$ cat src/cpu_cfg.svh
`ifndef CPU_CFG_SVH
`define CPU_CFG_SVH

`define XLEN        32
`define REG_ADDR_W  5

// CSR numbers
`define CSR_ADDR_W     14
`define CSR_CRMD       14'h000
`define CSR_PRMD       14'h001
`define CSR_ESTAT      14'h005
`define CSR_ERA        14'h006
`define CSR_EENTRY     14'h00C
`define CSR_TCFG       14'h041
`define CSR_TICLR      14'h044
`define CSR_TLBRENTRY  14'h088

`define ECODE_W     6
`define ECODE_INT   6'h00
`define ECODE_TLBR  6'h3F

`define INT_LINES     8   // Hardware interrupt lines in ESTAT.IS[9:2]
`define TIMER_IS_BIT  11

`define EENTRY_RESET     32'h1C00_8000
`define TLBRENTRY_RESET  32'h1C00_C000

`endif

$ cat src/cpu_pkg.sv
`include "cpu_cfg.svh"

package cpu_pkg;

    typedef enum logic [2:0] {
        NORMAL,
        BRANCH,
        EXCP,
        ERTN,
        IDLE,
        CSRWR
    } commit_kind_e;

    typedef struct packed {
        logic                     valid;
        commit_kind_e             kind;
        logic [`XLEN-1:0]         pc;
        logic                     rf_we;
        logic [`REG_ADDR_W-1:0]   rf_waddr;
        logic [`XLEN-1:0]         rf_wdata;  // Also CSR write data
        logic [`XLEN-1:0]         target;
        logic [`ECODE_W-1:0]      ecode;
        logic [`CSR_ADDR_W-1:0]   csr_addr;
    } commit_slot_t;

    typedef struct packed {
        logic                     valid;
        commit_kind_e             kind;
        logic [`XLEN-1:0]         pc;
        logic [`XLEN-1:0]         target;
        logic [`ECODE_W-1:0]      ecode;
        logic                     csr_we;
        logic [`CSR_ADDR_W-1:0]   csr_addr;
        logic [`XLEN-1:0]         csr_wdata;
    } trap_event_t;

    // Debug trace that doubles as a regfile write port
    typedef struct packed {
        logic [`XLEN-1:0]         pc;
        logic                     wen;
        logic [`REG_ADDR_W-1:0]   wnum;
        logic [`XLEN-1:0]         wdata;
    } trace_t;

    typedef struct packed {
        logic [28:0] rest;
        logic        ie;
        logic [1:0]  plv;
    } crmd_t;

    typedef struct packed {
        logic [28:0] rest;
        logic        pie;
        logic [1:0]  pplv;
    } prmd_t;

    typedef struct packed {
        logic [29:0] initval;
        logic        periodic;
        logic        en;
    } tcfg_t;

    typedef union packed {
        crmd_t       crmd;
        prmd_t       prmd;
        tcfg_t       tcfg;
        logic [31:0] raw;
    } csr_word_u;

    typedef struct packed {
        crmd_t            crmd;
        prmd_t            prmd;
        logic [`XLEN-1:0] era;
        logic [`XLEN-1:0] eentry;
        logic [`XLEN-1:0] tlbrentry;
    } csr_state_t;

endpackage

$ cat src/commit_regfile.sv
`timescale 1ns/1ns
`include "cpu_cfg.svh"

module commit_regfile (
    input  logic                              clk,
    input  logic                              rst_n_i,
    input  cpu_pkg::trace_t [1:0]             wr_i,
    input  logic [1:0][`REG_ADDR_W-1:0]       raddr_i,
    output logic [1:0][`XLEN-1:0]             rdata_o
);

    logic [`XLEN-1:0] regs [1:31];  // r0 has no storage

    always_ff @(posedge clk) begin
        for (int i = 1; i < 32; i++) begin
            if (rst_n_i && wr_i[1].wen && wr_i[1].wnum == `REG_ADDR_W'(i)) begin
                regs[i] <= wr_i[1].wdata;  // Younger slot wins
            end else if (rst_n_i && wr_i[0].wen && wr_i[0].wnum == `REG_ADDR_W'(i)) begin
                regs[i] <= wr_i[0].wdata;
            end
        end
    end

    // No write bypass
    always_comb begin
        for (int p = 0; p < 2; p++) begin
            if (raddr_i[p] == '0) begin
                rdata_o[p] = '0;
            end else begin
                rdata_o[p] = regs[raddr_i[p]];
            end
        end
    end

endmodule

$ cat src/commit_arbiter.sv
`timescale 1ns/1ns
`include "cpu_cfg.svh"

module commit_arbiter (
    input  logic                          clk,
    input  logic                          rst_n_i,
    input  cpu_pkg::commit_slot_t [1:0]   commit_i,
    input  logic                          idle_i,
    output cpu_pkg::trace_t [1:0]         rf_wr_o,
    output cpu_pkg::trap_event_t          event_o,
    output cpu_pkg::trace_t [1:0]         trace_o
);

    logic [1:0] take;

    function automatic cpu_pkg::trap_event_t to_event(input cpu_pkg::commit_slot_t s);
        cpu_pkg::trap_event_t e;
        e.valid     = 1'b1;
        e.kind      = s.kind;
        e.pc        = s.pc;
        e.target    = s.target;
        e.ecode     = s.ecode;
        e.csr_we    = (s.kind == cpu_pkg::CSRWR);
        e.csr_addr  = s.csr_addr;
        e.csr_wdata = s.rf_wdata;
        return e;
    endfunction

    // Younger slot only follows a plain older one
    assign take[0] = !idle_i && commit_i[0].valid;
    assign take[1] = !idle_i && commit_i[1].valid
                     && (!commit_i[0].valid || commit_i[0].kind == cpu_pkg::NORMAL);

    always_comb begin
        event_o = '0;
        if (take[0] && commit_i[0].kind != cpu_pkg::NORMAL) begin
            event_o = to_event(commit_i[0]);
        end else if (take[1] && commit_i[1].kind != cpu_pkg::NORMAL) begin
            event_o = to_event(commit_i[1]);
        end
    end

    always_comb begin
        for (int i = 0; i < 2; i++) begin
            rf_wr_o[i].pc    = commit_i[i].pc;
            rf_wr_o[i].wen   = take[i] && commit_i[i].rf_we
                               && (commit_i[i].kind == cpu_pkg::NORMAL
                                   || commit_i[i].kind == cpu_pkg::BRANCH);
            rf_wr_o[i].wnum  = commit_i[i].rf_waddr;
            rf_wr_o[i].wdata = commit_i[i].rf_wdata;
        end
    end

    always_ff @(posedge clk) begin
        for (int i = 0; i < 2; i++) begin
            trace_o[i] <= rf_wr_o[i];
            if (!rst_n_i) begin
                trace_o[i].wen <= 1'b0;
            end
        end
    end

endmodule

$ cat src/trap_csr.sv
`timescale 1ns/1ns
`include "cpu_cfg.svh"

module trap_csr (
    input  logic                         clk,
    input  logic                         rst_n_i,
    input  cpu_pkg::trap_event_t         cmd_i,
    input  cpu_pkg::trap_event_t         int_entry_i,
    input  logic [`INT_LINES-1:0]        intrpt_i,
    input  logic                         timer_pending_i,
    input  logic [`CSR_ADDR_W-1:0]       raddr_i,
    output logic [`XLEN-1:0]             rdata_o,
    output cpu_pkg::csr_state_t          state_o,
    output logic                         int_pending_o,
    output logic                         tcfg_we_o,
    output cpu_pkg::tcfg_t               tcfg_o,
    output logic                         ticlr_o
);

    cpu_pkg::crmd_t      crmd_q;
    cpu_pkg::prmd_t      prmd_q;
    cpu_pkg::tcfg_t      tcfg_q;
    logic [`ECODE_W-1:0] ecode_q;
    logic [`XLEN-1:0]    era_q;
    logic [`XLEN-1:0]    eentry_q;
    logic [`XLEN-1:0]    tlbrentry_q;
    logic [12:0]         estat_is;
    cpu_pkg::csr_word_u  wr_word;
    cpu_pkg::trap_event_t excp_src;
    logic                take_excp;
    logic                take_ertn;
    logic                csr_wr;

    assign wr_word.raw = cmd_i.csr_wdata;
    assign csr_wr      = cmd_i.valid && cmd_i.csr_we;
    assign take_excp   = (cmd_i.valid && cmd_i.kind == cpu_pkg::EXCP) || int_entry_i.valid;
    assign take_ertn   = cmd_i.valid && cmd_i.kind == cpu_pkg::ERTN;
    assign excp_src    = int_entry_i.valid ? int_entry_i : cmd_i;

    // Read-only IS follows the lines
    always_comb begin
        estat_is = '0;
        estat_is[`INT_LINES+1:2]   = intrpt_i;
        estat_is[`TIMER_IS_BIT]    = timer_pending_i;
    end

    assign int_pending_o = crmd_q.ie && (|estat_is);

    assign tcfg_we_o = csr_wr && cmd_i.csr_addr == `CSR_TCFG;
    assign tcfg_o    = wr_word.tcfg;
    assign ticlr_o   = csr_wr && cmd_i.csr_addr == `CSR_TICLR && cmd_i.csr_wdata[0];

    always_ff @(posedge clk) begin
        if (!rst_n_i) begin
            crmd_q      <= '0;
            prmd_q      <= '0;
            tcfg_q      <= '0;
            ecode_q     <= '0;
            era_q       <= '0;
            eentry_q    <= `EENTRY_RESET;
            tlbrentry_q <= `TLBRENTRY_RESET;
        end else if (take_excp) begin
            prmd_q.pplv <= crmd_q.plv;
            prmd_q.pie  <= crmd_q.ie;
            crmd_q.plv  <= 2'd0;
            crmd_q.ie   <= 1'b0;
            era_q       <= excp_src.pc;
            ecode_q     <= excp_src.ecode;
        end else if (take_ertn) begin
            crmd_q.plv <= prmd_q.pplv;
            crmd_q.ie  <= prmd_q.pie;
        end else if (csr_wr) begin
            case (cmd_i.csr_addr)
                `CSR_CRMD: begin
                    crmd_q.plv <= wr_word.crmd.plv;
                    crmd_q.ie  <= wr_word.crmd.ie;
                end
                `CSR_PRMD: begin
                    prmd_q.pplv <= wr_word.prmd.pplv;
                    prmd_q.pie  <= wr_word.prmd.pie;
                end
                `CSR_ERA:       era_q       <= wr_word.raw;
                `CSR_EENTRY:    eentry_q    <= wr_word.raw;
                `CSR_TLBRENTRY: tlbrentry_q <= wr_word.raw;
                `CSR_TCFG:      tcfg_q      <= wr_word.tcfg;
                default: ;
            endcase
        end
    end

    always_comb begin
        case (raddr_i)
            `CSR_CRMD:      rdata_o = crmd_q;
            `CSR_PRMD:      rdata_o = prmd_q;
            `CSR_ESTAT:     rdata_o = {10'd0, ecode_q, 3'd0, estat_is};
            `CSR_ERA:       rdata_o = era_q;
            `CSR_EENTRY:    rdata_o = eentry_q;
            `CSR_TLBRENTRY: rdata_o = tlbrentry_q;
            `CSR_TCFG:      rdata_o = tcfg_q;
            default:        rdata_o = '0;  // TICLR reads zero
        endcase
    end

    assign state_o.crmd      = crmd_q;
    assign state_o.prmd      = prmd_q;
    assign state_o.era       = era_q;
    assign state_o.eentry    = eentry_q;
    assign state_o.tlbrentry = tlbrentry_q;

endmodule

$ cat src/stable_timer.sv
`timescale 1ns/1ns
`include "cpu_cfg.svh"

module stable_timer (
    input  logic            clk,
    input  logic            rst_n_i,
    input  logic            tcfg_we_i,
    input  cpu_pkg::tcfg_t  tcfg_i,
    input  logic            ticlr_i,
    output logic            pending_o
);

    logic              running;
    logic              periodic;
    logic [29:0]       initval;
    logic [`XLEN-1:0]  count;

    always_ff @(posedge clk) begin
        if (!rst_n_i) begin
            running   <= 1'b0;
            periodic  <= 1'b0;
            pending_o <= 1'b0;
        end else begin
            if (ticlr_i) begin
                pending_o <= 1'b0;
            end
            if (tcfg_we_i) begin
                running  <= tcfg_i.en;
                periodic <= tcfg_i.periodic;
            end else if (running && count == '0) begin
                pending_o <= 1'b1;  // Expiry beats a clear
                running   <= periodic;
            end
        end
    end

    always_ff @(posedge clk) begin
        if (tcfg_we_i) begin
            initval <= tcfg_i.initval;
            count   <= {tcfg_i.initval, 2'b00};
        end else if (running) begin
            if (count != '0) begin
                count <= count - 1'b1;
            end else begin
                count <= {initval, 2'b00};  // Reload is unused when one-shot
            end
        end
    end

endmodule

$ cat src/redirect_fsm.sv
`timescale 1ns/1ns
`include "cpu_cfg.svh"

module redirect_fsm (
    input  logic                   clk,
    input  logic                   rst_n_i,
    input  cpu_pkg::trap_event_t   event_i,
    input  cpu_pkg::csr_state_t    csr_i,
    input  logic                   int_pending_i,
    output logic                   flush_o,
    output logic [`XLEN-1:0]       redirect_pc_o,
    output logic                   idle_o,
    output cpu_pkg::trap_event_t   int_entry_o
);

    logic             idle_q;
    logic [`XLEN-1:0] idle_pc;
    logic             int_take;
    logic             flush_d;
    logic [`XLEN-1:0] pc_d;

    assign idle_o   = idle_q;
    assign int_take = idle_q && int_pending_i;  // Only seen in idle
    assign flush_d  = event_i.valid && (event_i.kind == cpu_pkg::BRANCH
                                        || event_i.kind == cpu_pkg::EXCP
                                        || event_i.kind == cpu_pkg::ERTN);

    // Branch, refill, exception, return
    always_comb begin
        if (event_i.kind == cpu_pkg::BRANCH) begin
            pc_d = event_i.target;
        end else if (event_i.kind == cpu_pkg::EXCP && event_i.ecode == `ECODE_TLBR) begin
            pc_d = csr_i.tlbrentry;
        end else if (event_i.kind == cpu_pkg::EXCP) begin
            pc_d = csr_i.eentry;
        end else begin
            pc_d = csr_i.era;
        end
    end

    // Interrupt entry handed to the CSRs as an exception
    always_comb begin
        int_entry_o       = '0;
        int_entry_o.valid = int_take;
        int_entry_o.kind  = cpu_pkg::EXCP;
        int_entry_o.pc    = idle_pc + `XLEN'd4;
        int_entry_o.ecode = `ECODE_INT;
    end

    always_ff @(posedge clk) begin
        if (!rst_n_i) begin
            idle_q  <= 1'b0;
            flush_o <= 1'b0;
        end else begin
            flush_o <= flush_d || int_take;
            if (event_i.valid && event_i.kind == cpu_pkg::IDLE) begin
                idle_q <= 1'b1;
            end else if (int_take) begin
                idle_q <= 1'b0;
            end
        end
    end

    always_ff @(posedge clk) begin
        redirect_pc_o <= int_take ? csr_i.eentry : pc_d;
        if (event_i.valid && event_i.kind == cpu_pkg::IDLE) begin
            idle_pc <= event_i.pc;
        end
    end

endmodule

$ cat src/cpu_commit_top.sv
`timescale 1ns/1ns
`include "cpu_cfg.svh"

module cpu_commit_top (
    input  logic                          clk,
    input  logic                          rst_n_i,
    input  cpu_pkg::commit_slot_t [1:0]   commit_i,
    input  logic [`INT_LINES-1:0]         intrpt_i,
    input  logic [1:0][`REG_ADDR_W-1:0]   rf_raddr_i,
    input  logic [`CSR_ADDR_W-1:0]        csr_raddr_i,
    output logic [1:0][`XLEN-1:0]         rf_rdata_o,
    output logic [`XLEN-1:0]              csr_rdata_o,
    output logic                          flush_o,
    output logic [`XLEN-1:0]              redirect_pc_o,
    output cpu_pkg::trace_t [1:0]         trace_o
);

    cpu_pkg::trace_t [1:0]   rf_wr;
    cpu_pkg::trap_event_t    trap_event;
    cpu_pkg::trap_event_t    int_entry;
    cpu_pkg::csr_state_t     csr_state;
    cpu_pkg::tcfg_t          tcfg;
    logic                    idle;
    logic                    int_pending;
    logic                    tcfg_we;
    logic                    ticlr;
    logic                    timer_pending;

    commit_arbiter u_commit_arbiter (
        .clk      (clk),
        .rst_n_i  (rst_n_i),
        .commit_i (commit_i),
        .idle_i   (idle),
        .rf_wr_o  (rf_wr),
        .event_o  (trap_event),
        .trace_o  (trace_o)
    );

    commit_regfile u_commit_regfile (
        .clk      (clk),
        .rst_n_i  (rst_n_i),
        .wr_i     (rf_wr),
        .raddr_i  (rf_raddr_i),
        .rdata_o  (rf_rdata_o)
    );

    trap_csr u_trap_csr (
        .clk             (clk),
        .rst_n_i         (rst_n_i),
        .cmd_i           (trap_event),
        .int_entry_i     (int_entry),
        .intrpt_i        (intrpt_i),
        .timer_pending_i (timer_pending),
        .raddr_i         (csr_raddr_i),
        .rdata_o         (csr_rdata_o),
        .state_o         (csr_state),
        .int_pending_o   (int_pending),
        .tcfg_we_o       (tcfg_we),
        .tcfg_o          (tcfg),
        .ticlr_o         (ticlr)
    );

    stable_timer u_stable_timer (
        .clk       (clk),
        .rst_n_i   (rst_n_i),
        .tcfg_we_i (tcfg_we),
        .tcfg_i    (tcfg),
        .ticlr_i   (ticlr),
        .pending_o (timer_pending)
    );

    redirect_fsm u_redirect_fsm (
        .clk           (clk),
        .rst_n_i       (rst_n_i),
        .event_i       (trap_event),
        .csr_i         (csr_state),
        .int_pending_i (int_pending),
        .flush_o       (flush_o),
        .redirect_pc_o (redirect_pc_o),
        .idle_o        (idle),
        .int_entry_o   (int_entry)
    );

endmodule

$ cat config.mk
export PLATFORM = sky130hd
export DESIGN_NAME = cpu_commit_top
export DESIGN_NICKNAME = d
export VERILOG_FILES = /design/src/cpu_pkg.sv /design/src/commit_regfile.sv /design/src/commit_arbiter.sv /design/src/trap_csr.sv /design/src/stable_timer.sv /design/src/redirect_fsm.sv /design/src/cpu_commit_top.sv
export VERILOG_INCLUDE_DIRS = /design/src
export SDC_FILE = /design/constraint.sdc
export NUM_CORES = 2
export LEC_CHECK = 0
export BUFFER_PORTS_ARGS = -buffer_cell sky130_fd_sc_hd__buf_2
export CORE_MARGIN = 8
export CORE_UTILIZATION = 60
export CTS_CLUSTER_DIAMETER = 120
export DETAILED_ROUTE_END_ITERATION = 16
export PLACE_DENSITY = 0.81
export SYNTH_ARGS = -nofsm -noshare
export SYNTH_HDL_FRONTEND = slang
export SYNTH_SLANG_ARGS = --single-unit
$ cat constraint.sdc
create_clock -name clk -period 15.5 [get_ports clk]
set_clock_uncertainty 0.15 [all_clocks]
set_input_delay 2.325 -clock clk [delete_from_list [all_inputs] [get_ports clk]]
set_output_delay 2.325 -clock clk [all_outputs]
set_load 0.1 [all_outputs]
==> summary.md <==
| Metric | Value |
|---|---|
| Status | complete, but fails checks |
| Failing checks | max-slew violations |
| Post-layout min period | 8960 ps |
| GR Util All Layers | 0.412 |
| Max transition margin | -0.000468 |
| Worst Hold Class | reg -> reg |
| Post-synth cell types | 76 |
| Startpoint Class | input port |
| # fillers | 8900 |
| Final Max Tran Viols | 4 |
| Hold WS | 333 ps |
| Core Region | 0.127 mm² |
| Sequential Power Share | 0.451 |
| Iter 0 DRT Violations | 12442 |
| Leakage | 29.8 nW |
| Critical path class | in -> out |
| Met2 Usage GRT | 0.578 |
| CTS sink count | 1403 |
| Sw frac | 0.282 |
| Peak VDD IR | 0.000139 V |
| H-tree depth | 4 |
| Resized cells post-CTS | 0 |
| Hold Fails Final Rpt | 0 |
| Layout area overhead | 11.9% |
| Fmax | 112 MHz |
| GPL Wtd Cong | 1.03 |
| R2R Path Start | u_stable_timer.pending_o |
| Async set-or-reset flop fraction in the synthesized netlist | 0 |
| Row cnt | 131 |
| Worst-path clk slew | 60 ps |
| Commonest cells post-synth | edfxtp_1, mux2_2, clkbuf_1, mux2i_1, dfxtp_1 |
| Syn_nets | 6255 |
| R2R setup slack | 10980 ps |
| Antenna viol nets, final | 0 |
| Setup total negative slack | 0 ps |
| Worst setup endpoint | rf_rdata_o[59] |
| Sw Pwr | 2.58 mW |
| Syn Area/Cell | 12.9 µm² |
| Final Cycle Share | 0.578 |
| CTS tree | built |
| DR vias/cell | 7.83 |
| Internal power | 6.55 mW |
| Worst reg-to-reg path cell count | 5 |
| Slew of the pin with the lowest slew margin | 1500 ps |
| Post-CTS setup buffers | 0 |
| Drt total wl | 302000 µm |
| Dpl hpwl | 171000 µm |
| Clock Tree Root | clkbuf_16 |
| Post-CTS Hold Fix Bufs | 0 |
| Reg2reg end | u_redirect_fsm.redirect_pc_o[5] |
| Max-Cap Viols | 0 |
| Die extent in y | 374 µm |
| DR WL/cell | 37.9 µm |
| Sequential element share of the synthesized area | 0.507 |
| Synth area leader | edfxtp_1 |
| Final setup vio count | 0 |
| Ys flop type | edfxtp_1 |
| Clock latency on the worst-skew pair | 790 ps |
| Initial Util | 0.603 |
| Power Dens Cells | 106 mW/mm² |
| Die Footprint | 0.140 mm² |
| Most frequent cell after synthesis | edfxtp_1 |
| GR Util met3 | 0.182 |
| CP startpoint | rf_raddr_i[5] |
| Sequential Area | 0.0389 mm² |
| Most used routing layer | met2 |
| Synth Register Bits | 1403 |
| DR pass1 iterations | 11 |
| Max Root-Sink Buffers | 3 |
| Total CTS buffers | 151 |
| Number of synthesized flops with an enable pin | 1084 |
| Met1 Use GR | 0.519 |
| Combinational power share | 0.153 |
| First-pass GRT wire length | 422000 µm |
| Crit path required time | 13030 ps |
| Top Ports | 555 |
| Initial antenna violation count | 33 |
| Top-area cell type share of the netlist area | 0.424 |
| Die X | 374 µm |
| Share of cells above drive strength 1 | 0.374 |
| I/O Buffers | 554 |
| Grt ovf | 0 |
| Yosys warns | 0 |
| Largest net degree at the start of global routing | 98 |
| Via Count | 62273 |
| Crit. End Element | output pin |
| Synth Instances | 5967 |
| Critical Path AT | 6490 ps |
| Multi-input logic area | 0.0357 mm² |
| RSZ-0062 raised after global routing | false |
| Critical-path maximum fanout | 73 |
| Post-Syn Area | 0.0767 mm² |
| Vias in the first global route | 60370 |
| Clock power share | 0.396 |
| NumNets Final | 6438 |
| Top cells by area, synth | edfxtp_1, mux2_2, dfxtp_1, mux4_2, mux2i_1 |
| Remaining DRCs | 0 |
-- per-stage QoR --
stage / instance area [µm²] / utilization / power [mW] / instances / setup WS (ps)
5_1_grt: 85800 / 0.675 / 9.29 / 7941 / 6360
4_1_cts: 85800 / 0.674 / 9.07 / 7932 / 6610
3_3_place_gp: 80900 / 0.636 / 5.52 / 7659 / 6670
6_report: 85800 / 0.675 / 9.13 / 7952 / 6540
3_5_place_dp: 80900 / 0.636 / 5.54 / 7659 / 6690
2_1_floorplan: 76700 / - / 5.15 / 5967 / 8130
-- registers in the layout, summed over array words and instances (netlist names) --
register,cells
u_trap_csr.ecode_q,6
u_redirect_fsm.idle_o,1
u_stable_timer.running,1
u_stable_timer.initval,30
u_stable_timer.count,32
u_trap_csr.eentry_q,32
u_trap_csr.state_o,6
u_redirect_fsm.redirect_pc_o,32
u_commit_regfile.regs,992
u_stable_timer.periodic,1
u_trap_csr.tcfg_q,32
u_trap_csr.tlbrentry_q,32
u_trap_csr.era_q,32
u_redirect_fsm.idle_pc,32
u_commit_arbiter.trace_o,140
u_redirect_fsm.flush_o,1
u_stable_timer.pending_o,1
-- cells in the final DEF, fill, tap and decap left out, types with 18 or more instances in the layout --
cell          n
edfxtp_1   1084
mux2_2     1054
buf_2       548
mux2i_1     413
dfxtp_1     319
mux4_2      257
a21oi_1     234
nand2_1     212
nor2_1      199
o21ai_0     176
o22ai_1     162
clkbuf_16   161
buf_4       156
a211oi_1    147
o221ai_1    129
a22oi_1     113
o21a_1       67
nor3b_1      64
nor3_1       63
clkbuf_1     50
inv_1        40
and3_1       38
o31ai_1      36
a22o_1       35
a2bb2oi_1    32
xnor2_1      31
o21ai_4      31
nand4_1      30
nand3_1      29
a21oi_4      24
a221oi_1     24
diode_2      20
xor2_1       19
clkinv_2     18
-- power by group through the flow --
stage / sequential (mW) / combinational [mW] / clock [mW]
6_report: 4.12 / 1.40 / 3.61
5_1_grt: 4.12 / 1.42 / 3.74
4_1_cts: 4.12 / 1.35 / 3.60
3_5_place_dp: 4.20 / 1.35 / 0
3_3_place_gp: 4.20 / 1.33 / 0
2_1_floorplan: 4.40 / 0.749 / 0
-- cell families (layout without fill, tap and decap cells) --
family                     after synthesis  in the layout  synth area share
buffers and inverters                  723           1026            0.0376
other                                    0             20                 0
AOI/OAI and AO/OA                     1303           1303             0.115
adders and majority gates                2              2          0.000326
and+or+nand+nor                        759            759            0.0492
muxes                                 1727           1727             0.284
xor gates and xnor gates                50             50           0.00571
DFF                                   1403           1403             0.507
-- cell type report --
cell class,instances,area share
sequential,1403,0.454
multi-input combinational,3841,0.416
clock buffer,223,0.0510
timing repair buffer,710,0.0467
tap,1662,0.0242
clock inverter,50,0.00557
inverter,43,0.00188
antenna,20,0.000583
-- critical path, stage by stage --
cell and delay, ps:
buf_8 570, buf_4 870, buf_4 760, mux2i_1 260, o221ai_1 280, o21ai_0 140
a211oi_1 370, o21a_1 260, buf_2 460
-- worst min-delay path by stage --
stage | depth (start not counted) | start | end
2_1_floorplan | 2 | u_stable_timer.periodic | u_stable_timer.periodic
3_3_place_gp | 2 | u_trap_csr.tcfg_q[1] | u_trap_csr.tcfg_q[1]
3_5_place_dp | 2 | u_trap_csr.state_o[96] | u_trap_csr.state_o[128]
4_1_cts | 2 | u_trap_csr.tlbrentry_q[29] | u_trap_csr.tlbrentry_q[29]
5_1_grt | 2 | u_trap_csr.tlbrentry_q[16] | u_trap_csr.tlbrentry_q[16]
6_report | 2 | u_trap_csr.era_q[12] | u_trap_csr.era_q[12]
-- per-layer routing --
layer / routed length [µm] / vias up
met1: 98000 / 29948
li1: - / 23960
met3: 55800 / 1627
met5: 92 / -
met2: 123000 / 6724
met4: 24300 / 14
Note: power is estimated with default switching activity, not from simulation.
